==> config.mk <==
export PLATFORM = sky130hd
export DESIGN_NAME = config_chain_top
export DESIGN_NICKNAME = d
export VERILOG_FILES = /design/src/design/config_pkg.sv /design/src/design/config_setter.sv /design/src/design/config_node.sv /design/src/design/config_chain_top.sv
export SDC_FILE = /design/constraint.sdc
export NUM_CORES = 1
export LEC_CHECK = 0
export BUFFER_PORTS_ARGS = -buffer_cell sky130_fd_sc_hd__buf_2
export CORE_ASPECT_RATIO = 0.9
export CORE_MARGIN = 4
export CORE_UTILIZATION = 38
export CTS_BUF_LIST = sky130_fd_sc_hd__clkbuf_8
export CTS_CLUSTER_DIAMETER = 30
export DETAILED_ROUTE_END_ITERATION = 10
export GPL_TIMING_DRIVEN = 0
export HOLD_SLACK_MARGIN = 0.1
export SLEW_MARGIN = 20
export SYNTH_ARGS = -nofsm -noshare
export SYNTH_HDL_FRONTEND = slang
export SYNTH_SLANG_ARGS = --single-unit
==> constraint.sdc <==
create_clock -name clk_i -period 8.55 [get_ports clk_i]
set_clock_uncertainty 0.2 [all_clocks]
set_input_delay 0 -clock clk_i [delete_from_list [all_inputs] [get_ports clk_i]]
set_output_delay 0 -clock clk_i [all_outputs]
set_load 0.01 [all_outputs]
==> src/design/config_pkg.sv <==
package config_pkg;

  // width of a node id as it travels in a frame
  localparam int id_width_c = 6;

  // width of the payload each node stores
  localparam int data_width_c = 16;

  // id and data together, the part of a frame that a node captures
  localparam int payload_bits_c = id_width_c + data_width_c;

  // start bit, id, data and stop bit, one bit per clock
  localparam int frame_bits_c = 1 + payload_bits_c + 1;

  // bit positions inside a frame, counted from the start bit
  localparam int id_lsb_c = 1;
  localparam int data_lsb_c = id_lsb_c + id_width_c;
  localparam int stop_pos_c = frame_bits_c - 1;

  // line levels. The stop bit and the idle line share the same level
  localparam logic start_bit_c = 1'b0;
  localparam logic stop_bit_c = 1'b1;
  localparam logic line_idle_c = 1'b1;

  // counters track the frame position, so they must reach frame_bits_c
  localparam int count_width_c = $clog2(frame_bits_c + 1);
  localparam logic [count_width_c-1:0] first_index_c = count_width_c'(1);
  localparam logic [count_width_c-1:0] stop_index_c = count_width_c'(stop_pos_c);

  // every node accepts a frame carrying this id
  localparam logic [id_width_c-1:0] broadcast_id_c = id_width_c'(63);

  // chain length and the id of each node in chain order
  localparam int num_nodes_c = 3;
  localparam logic [id_width_c-1:0] node0_id_c = id_width_c'(1);
  localparam logic [id_width_c-1:0] node1_id_c = id_width_c'(2);
  localparam logic [id_width_c-1:0] node2_id_c = id_width_c'(3);

endpackage

==> src/design/config_setter.sv <==
module config_setter (
  input  logic                                clk_i,
  input  logic                                reset_i,
  input  logic                                valid,
  output logic                                ready,
  input  logic [config_pkg::id_width_c-1:0]   id,
  input  logic [config_pkg::data_width_c-1:0] data,
  output logic                                cfg_bit
);

  // bits still waiting in the shift register after the one on the line
  logic [config_pkg::count_width_c-1:0] count_q;

  // everything after the start bit: id, data, then the stop bit on top
  logic [config_pkg::payload_bits_c:0] shift_q;

  // one host word is taken per handshake
  logic accept;

  // the counter is zero while idle and during the stop bit, so the next
  // word can be taken right as the current frame ends
  assign ready = (count_q == '0);
  assign accept = valid && ready;

  // control state and the line itself
  // the start bit goes out straight from the accepting edge, after that the
  // shift register feeds the line until the counter runs out
  always_ff @(posedge clk_i) begin
    if (reset_i) begin
      count_q <= '0;
      cfg_bit <= config_pkg::line_idle_c;
    end else if (accept) begin
      // stop_index_c bits remain once the start bit is out
      count_q <= config_pkg::stop_index_c;
      cfg_bit <= config_pkg::start_bit_c;
    end else if (count_q != '0) begin
      count_q <= count_q - 1'b1;
      cfg_bit <= shift_q[0];
    end else begin
      // the line rests high between frames
      cfg_bit <= config_pkg::line_idle_c;
    end
  end

  // frame payload, least significant bit leaves first
  // the id sits in the low bits so it goes out before the data
  always_ff @(posedge clk_i) begin
    if (accept) begin
      shift_q <= {config_pkg::stop_bit_c, data, id};
    end else if (count_q != '0) begin
      shift_q <= {config_pkg::line_idle_c, shift_q[config_pkg::payload_bits_c:1]};
    end
  end

  // a zero counter means idle or the stop bit, and both hold the line high
  a_idle_line_high: assert property (
    @(posedge clk_i) disable iff (reset_i)
    (count_q == '0) |-> (cfg_bit == config_pkg::line_idle_c)
  );

  // once a word is taken the host is held off until the stop bit
  a_ready_low_in_frame: assert property (
    @(posedge clk_i) disable iff (reset_i)
    accept |=> !ready [* config_pkg::frame_bits_c - 1]
  );

endmodule

==> src/design/config_node.sv <==
module config_node #(
  parameter logic [config_pkg::id_width_c-1:0] node_id_p = config_pkg::node0_id_c
) (
  input  logic                                clk_i,
  input  logic                                reset_i,
  input  logic                                cfg_in,
  output logic                                cfg_out,
  output logic [config_pkg::data_width_c-1:0] node_data
);

  // position of the bit currently on cfg_in, zero while waiting for a start
  logic [config_pkg::count_width_c-1:0] count_q;

  // id and data collected from the line, the newest bit enters at the top
  logic [config_pkg::payload_bits_c-1:0] shift_q;

  // fields of the captured frame
  logic [config_pkg::id_width_c-1:0]   rx_id;
  logic [config_pkg::data_width_c-1:0] rx_data;

  // decode of the current position
  logic idle;
  logic at_stop;
  logic id_hit;

  assign idle = (count_q == '0);
  assign at_stop = (count_q == config_pkg::stop_index_c);

  // after all payload bits have shifted in, the id ends up in the low bits
  // because it was sent first
  assign rx_id = shift_q[config_pkg::id_width_c-1:0];
  assign rx_data = shift_q[config_pkg::payload_bits_c-1:config_pkg::id_width_c];

  // a frame is for this node when it names it directly or names everyone
  assign id_hit = (rx_id == node_id_p) || (rx_id == config_pkg::broadcast_id_c);

  // relay to the next node
  // this runs on its own and does not care whether a frame is for us,
  // so the whole chain sees every frame one cycle later per hop
  always_ff @(posedge clk_i) begin
    if (reset_i) begin
      cfg_out <= config_pkg::line_idle_c;
    end else begin
      cfg_out <= cfg_in;
    end
  end

  // frame position counter
  // a low line while idle is taken as a start bit, and the counter then
  // walks through the id and data bits up to the stop bit
  always_ff @(posedge clk_i) begin
    if (reset_i) begin
      count_q <= '0;
    end else if (idle) begin
      if (cfg_in == config_pkg::start_bit_c) begin
        count_q <= config_pkg::first_index_c;
      end
    end else if (at_stop) begin
      // back to idle, so a start bit right after the stop is caught
      count_q <= '0;
    end else begin
      count_q <= count_q + 1'b1;
    end
  end

  // payload capture
  // only the id and data bits are shifted, the start and stop bits never
  // enter the register
  always_ff @(posedge clk_i) begin
    if (!idle && !at_stop) begin
      shift_q <= {cfg_in, shift_q[config_pkg::payload_bits_c-1:1]};
    end
  end

  // the stored configuration word
  // it changes only at the end of a frame that carries a matching id,
  // frames for other nodes leave it alone
  always_ff @(posedge clk_i) begin
    if (reset_i) begin
      node_data <= '0;
    end else if (at_stop && id_hit) begin
      node_data <= rx_data;
    end
  end

  // the counter wraps to idle at the stop bit and can never run past a frame
  a_count_in_range: assert property (
    @(posedge clk_i) disable iff (reset_i)
    count_q <= config_pkg::count_width_c'(config_pkg::frame_bits_c)
  );

  // a frame started here takes exactly the frame length to come back to idle
  a_frame_length: assert property (
    @(posedge clk_i) disable iff (reset_i)
    (idle && cfg_in == config_pkg::start_bit_c)
      |=> !idle [* config_pkg::frame_bits_c - 1] ##1 idle
  );

endmodule

==> src/design/config_chain_top.sv <==
module config_chain_top (
  input  logic                                clk_i,
  input  logic                                reset_i,
  input  logic                                valid,
  output logic                                ready,
  input  logic [config_pkg::id_width_c-1:0]   id,
  input  logic [config_pkg::data_width_c-1:0] data,
  output logic [config_pkg::data_width_c-1:0] node0_data,
  output logic [config_pkg::data_width_c-1:0] node1_data,
  output logic [config_pkg::data_width_c-1:0] node2_data,
  output logic                                chain_bit
);

  // serial line from the setter into the first node
  logic cfg_bit;

  // hops between neighbouring nodes
  logic link0;
  logic link1;

  // host words become framed bits here
  config_setter setter (
    .clk_i   (clk_i),
    .reset_i (reset_i),
    .valid   (valid),
    .ready   (ready),
    .id      (id),
    .data    (data),
    .cfg_bit (cfg_bit)
  );

  // first node sees the setter output directly
  config_node #(
    .node_id_p (config_pkg::node0_id_c)
  ) node0 (
    .clk_i     (clk_i),
    .reset_i   (reset_i),
    .cfg_in    (cfg_bit),
    .cfg_out   (link0),
    .node_data (node0_data)
  );

  // second node, one cycle behind the first
  config_node #(
    .node_id_p (config_pkg::node1_id_c)
  ) node1 (
    .clk_i     (clk_i),
    .reset_i   (reset_i),
    .cfg_in    (link0),
    .cfg_out   (link1),
    .node_data (node1_data)
  );

  // last node, its relay output leaves the chain
  // chain_bit is therefore the setter line delayed by num_nodes_c cycles
  config_node #(
    .node_id_p (config_pkg::node2_id_c)
  ) node2 (
    .clk_i     (clk_i),
    .reset_i   (reset_i),
    .cfg_in    (link1),
    .cfg_out   (chain_bit),
    .node_data (node2_data)
  );

endmodule

==> results.txt, run 1 <==
status: completed
area grow syn2layout: 22.45%
Worst EP required: 8.66 ns
most frequent cells in the layout: 88 x edfxtp_1, 75 x buf_2, 72 x dfxtp_1
final setup fails: 0
H-tree depth: 4
antenna violations before repair: 0
first-pass GRT wire length: 18080 um
FMAX: 0.3851 GHz
EDFF count, synth: 88
vias in the first global route: 3728
post-route cell area: 7426 um2
WL final: 10770 um
Setup crit start kind: flip-flop
kind of critical path: reg -> reg
Core Box Area: 15550 um2
VDD IR max: 0.1562 mV
clk slew on worst S/H paths: 0.08 ns
row count: 43
Root Buffer: clkbuf_8
post-synth top area share: 0.4357
TritonCTS clock tree: built
CP endpoint kind: flip-flop
commonest non-fill, non-tap cell in the layout: edfxtp_1
max-slew violations: 0
Cell Pwr Density: 300.3 nW/um2
worst skew pair latency: 0.44 ns
Post-synth ARST share: 0
number of port buffers: 73
GP Congestion: 0.7206
dpl hpwl: 7048 um
TNS Setup: 0 ns
total number of vias: 3641
post-route setup slack: 5.953 ns
share of layout cells above drive strength 1: 0.2413
cts bufs inserted: 17
Syn Area/Cell: 13.85 um2
Worst Setup Slack post-DPL: 5.982 ns
postcts setup bufs: 0
Min Hold Slack: 0.1696 ns
RSZ-0062 raised after global routing: false
multi-input logic area: 1867 um2
clk sinks: 160
top post-synthesis cells by area: edfxtp_1 44%, dfxtp_1 24%, mux2i_1 8.3%
First DRT Iteration DRCs: 175
Routed Antenna Nets: 0
Clock Path Buffers: 2
total global-route track usage: 0.1260
headroom to the max-slew limit: 0.3454
number of synthesized register bits: 160
Synth Instances: 438
chip width: 141.2 um
final core utilization: 0.4776
# IOs: 75
DIE AREA: 18050 um2
cts hold-fix bufs: 27
Post-Syn Nets: 470
Routed WL per cell: 13.92 um
Max-cap violations: 0
Starting Density: 0.3900
placed instance area: 6715 um2
pin count of the biggest net entering global routing: 26
Static Leak: 2.742 nW
Tot Pwr: 2.230 mW
post-CTS sizing: 0
placed cells: 715
Worst Tran Pin Value: 0.9738 ns
DR vias/cell: 4.704
grt ovf: 0
Synth Flop Type: edfxtp_1
Final Net Count: 591
Fill cells: 1349
drt pass-1 iters: 4
Netlist cell types: 40
fin cells: 774
Hold Path Class: in -> reg
Yosys warnings: 0
post-layout minimum cycle time: 2.597 ns
endpoints failing hold: 0
CP max FO: 10
Antenna diodes: 0
CP Data Arrival Time: 2.71 ns
DRC: 0
period utilisation layout: 0.3037
R2R setup slack: 5.95 ns
Sequential Area: 4084 um2
Seq/Total Area, Yosys: 0.6734
largest area contributor in the netlist: edfxtp_1
synthesized cell area: 6065 um2
Die Y: 127.8 um
[cells by family after synthesis]
group / count (synthesis) / share of synthesized area
XOR/XNOR: 7 / 0.01011
buffers and inverters: 28 / 0.02022
flip-flops: 160 / 0.6734
AND/OR/NAND/NOR: 146 / 0.1370
AO/OA/AOI/OAI: 19 / 0.02332
adder cells (fa/ha/maj): 7 / 0.01444
multiplexers: 71 / 0.1215
[synth_stat cells, types with 2 or more instances]
master and n:
and3_1 2, nand3_1 5, nand2_1 14, nand3b_1 2, inv_1 11, nor2_1 28
nand2b_1 67, a21oi_1 8, nor3_1 7, nor4_1 2, o21ai_0 2, ha_1 7
mux2i_1 50, mux2_2 21, nor3b_1 3, edfxtp_1 88, xnor2_1 6, or2_2 4
a211oi_1 2, clkbuf_1 13, nor4b_1 3, a32oi_1 2, buf_2 2, dfxtp_1 72
nand4_1 2
[metal layers]
metal / track usage / routed length, um / vias up
met5: 0 / 0 / -
met4: 0.04729 / 148 / 0
met3: 0.04924 / 615 / 12
met2: 0.1992 / 5089 / 81
met1: 0.1568 / 4918 / 1747
li1: - / - / 1801
[path summary, 6_finish.rpt]
check,start,to,depth (start not counted)
worst max register to register,node2.shift_q[2],node2.node_data[9],5
worst min register to register,node2.shift_q[15],node2.shift_q[14],0
worst min-delay path,data[15],setter.shift_q[21],3
worst max-delay path,node2.shift_q[2],node2.node_data[9],5
[critical path, stage by stage, from the launching register on]
cell and delay [ns]:
edfxtp_1 0.43, or4_4 0.56, a2111oi_4 0.77, buf_8 0.24, mux2i_1 0.20, nor2_1 0.05
[state kept, by name, indices dropped and copies added (netlist names), 16 cells and up]
name	flops
node0.shift_q	22
node1.shift_q	22
node0.node_data	16
setter.shift_q	22
node1.node_data	16
node2.node_data	16
node2.shift_q	22
[cell type report]
class,count,area share
repair buffers,102,0.08913
clock buffers,17,0.03151
clock inverters,15,0.02746
plain buffers,17,0.01095
well taps,202,0.03404
inverters,11,0.005560
flip-flops and latches,160,0.5500
multi-input cells,250,0.2514
[power by group]
part | internal [mW] | total, mW | switching, mW
Sequential | 1.13 | 1.23 | 0.107
Clock | 0.342 | 0.607 | 0.265
Combinational | 0.172 | 0.389 | 0.217
Total | 1.64 | 2.23 | 0.589
(Power assumes the default switching activity.)
==> inputs of run 2 (changes only) <==
==> constraint.sdc (replaced) <==
create_clock -name clk_i -period 2.3 [get_ports clk_i]
set_clock_uncertainty 0.2 [all_clocks]
set_input_delay 0 -clock clk_i [delete_from_list [all_inputs] [get_ports clk_i]]
set_output_delay 0 -clock clk_i [all_outputs]
set_load 0.01 [all_outputs]
==> run 2 against run 1 <==
Against the previous run:
- die area unchanged
- sequential share of layout area down 0.65 points
- maximum frequency rose by 18%
- total power rose to 3.7 times the previous value
- sequential cell count unchanged
- global-route usage about the same
- largest power group unchanged
==> results.txt, run 2 (synthesis gave the netlist of run 1 again) <==
WL final: 10680 um
worst skew pair latency: 0.45 ns
TNS Setup: 0 ns
kind of critical path: reg -> reg
DR vias/cell: 4.642
Clock Path Buffers: 2
Tot Pwr: 8.279 mW
headroom to the max-slew limit: 0.4379
status: completed
Routed Antenna Nets: 0
Worst EP required: 2.30 ns
post-layout minimum cycle time: 2.195 ns
placed cells: 713
placed instance area: 6689 um2
# IOs: 75
Core Box Area: 15550 um2
Worst Tran Pin Value: 0.8315 ns
Sequential Area: 4086 um2
Reg2Reg Depth: 5
CP max FO: 5
CP Data Arrival Time: 2.19 ns
RSZ-0062 raised after global routing: false
Final Net Count: 594
GP Congestion: 0.7007
Starting Density: 0.3900
drt pass-1 iters: 4
dpl hpwl: 6864 um
row count: 43
share of layout cells above drive strength 1: 0.2591
Static Leak: 2.765 nW
FMAX: 0.4556 GHz
CP endpoint kind: flip-flop
multi-input logic area: 1898 um2
area grow syn2layout: 23.99%
commonest non-fill, non-tap cell in the layout: edfxtp_1
First DRT Iteration DRCs: 210
final setup fails: 0
TritonCTS clock tree: built
clk sinks: 160
antenna violations before repair: 0
DRC: 0
pin count of the biggest net entering global routing: 26
Routed WL per cell: 13.75 um
WHS Path Cells: 3
cts bufs inserted: 17
endpoints failing hold: 0
Setup crit start kind: flip-flop
max-slew violations: 0
post-route cell area: 7520 um2
chip width: 141.2 um
Max-cap violations: 0
Antenna diodes: 0
DIE AREA: 18050 um2
Fill cells: 1352
total number of vias: 3607
number of port buffers: 73
vias in the first global route: 3629
grt ovf: 0
first-pass GRT wire length: 17970 um
most frequent cells in the layout: 88 x edfxtp_1, 74 x buf_2, 70 x dfxtp_1
Root Buffer: clkbuf_8
Hold Path Class: in -> reg
period utilisation layout: 0.9542
H-tree depth: 4
Cell Pwr Density: 1101 nW/um2
total global-route track usage: 0.1258
Die Y: 127.8 um
VDD IR max: 0.4833 mV
fin cells: 777
clk slew on worst S/H paths: 0.08 ns
-- run 2: cell types whose count changed in the layout (fill, tap and decap cells not counted), moves of 2 or more --
cell	change
buf_4	+3
inv_6	+3
buf_12	+2
buf_8	-2
clkbuf_8	+2
dfxtp_1	-2
dfxtp_2	+2
inv_1	-2
-- run 2: where the power goes --
group / internal, mW / total (mW) / switching, mW
Sequential: 4.19 / 4.58 / 0.392
Combinational: 0.611 / 1.42 / 0.804
Clock: 1.25 / 2.28 / 1.04
-- run 2: cell type report --
cell class / count / share of cell area
Buffer: 16 / 0.01082
Clock buffer: 19 / 0.03478
Timing Repair Buffer: 106 / 0.09501
Sequential cell: 160 / 0.5434
Tap cell: 202 / 0.03361
Multi-Input combinational cell: 250 / 0.2524
Inverter: 11 / 0.005491
Clock inverter: 13 / 0.02446
-- run 2: routing by layer --
layer / GRT usage / wire length [um]
met1: 0.1669 / 5180
met5: 0 / 0
met4: 0.05128 / 176
met2: 0.1880 / 4782
met3: 0.04513 / 545
-- run 2: per-stage QoR --
| step | hold WS [ns] | util | setup WS, ns |
|---|---|---|---|
| final | 0.1563 | 0.4836 | 0.1052 |
| after floorplan | -0.01900 | - | 0.008695 |
| after CTS | 0.1150 | 0.4799 | 0.009469 |
| after global placement | 0.06334 | 0.4302 | -0.2069 |
| after global routing | 0.1392 | 0.4836 | 0.002807 |
| after detailed placement | 0.07024 | 0.4302 | -0.2609 |
-- run 2: timing repair --
action | CTS | global route
gates resized for setup | 5 | 6
gates cloned | 0 | 1
hold buffers | 27 | 0
endpoints found under the setup margin | 96 | 78
pin swaps | 1 | 3
hold endpoints to repair | 56 | 0
buffers inserted | 2 | 3
-- run 2: worst max-delay path, cell delays in order, from the launching register on --
cell and delay, ns:
dfxtp_2 0.36, inv_1 0.05, ha_2 0.20, nand4b_1 0.22
mux2_2 0.36, dlygate4sd3_1 0.56
-- run 2: path summary, 6_finish.rpt --
check,start,end,slack (ns)
min,data[15],setter.shift_q[21],0.16
max reg2reg,setter.count_q[0],setter.shift_q[2],0.11
min reg2reg,node1.shift_q[1],node1.shift_q[0],0.24
max,setter.count_q[0],setter.shift_q[2],0.11
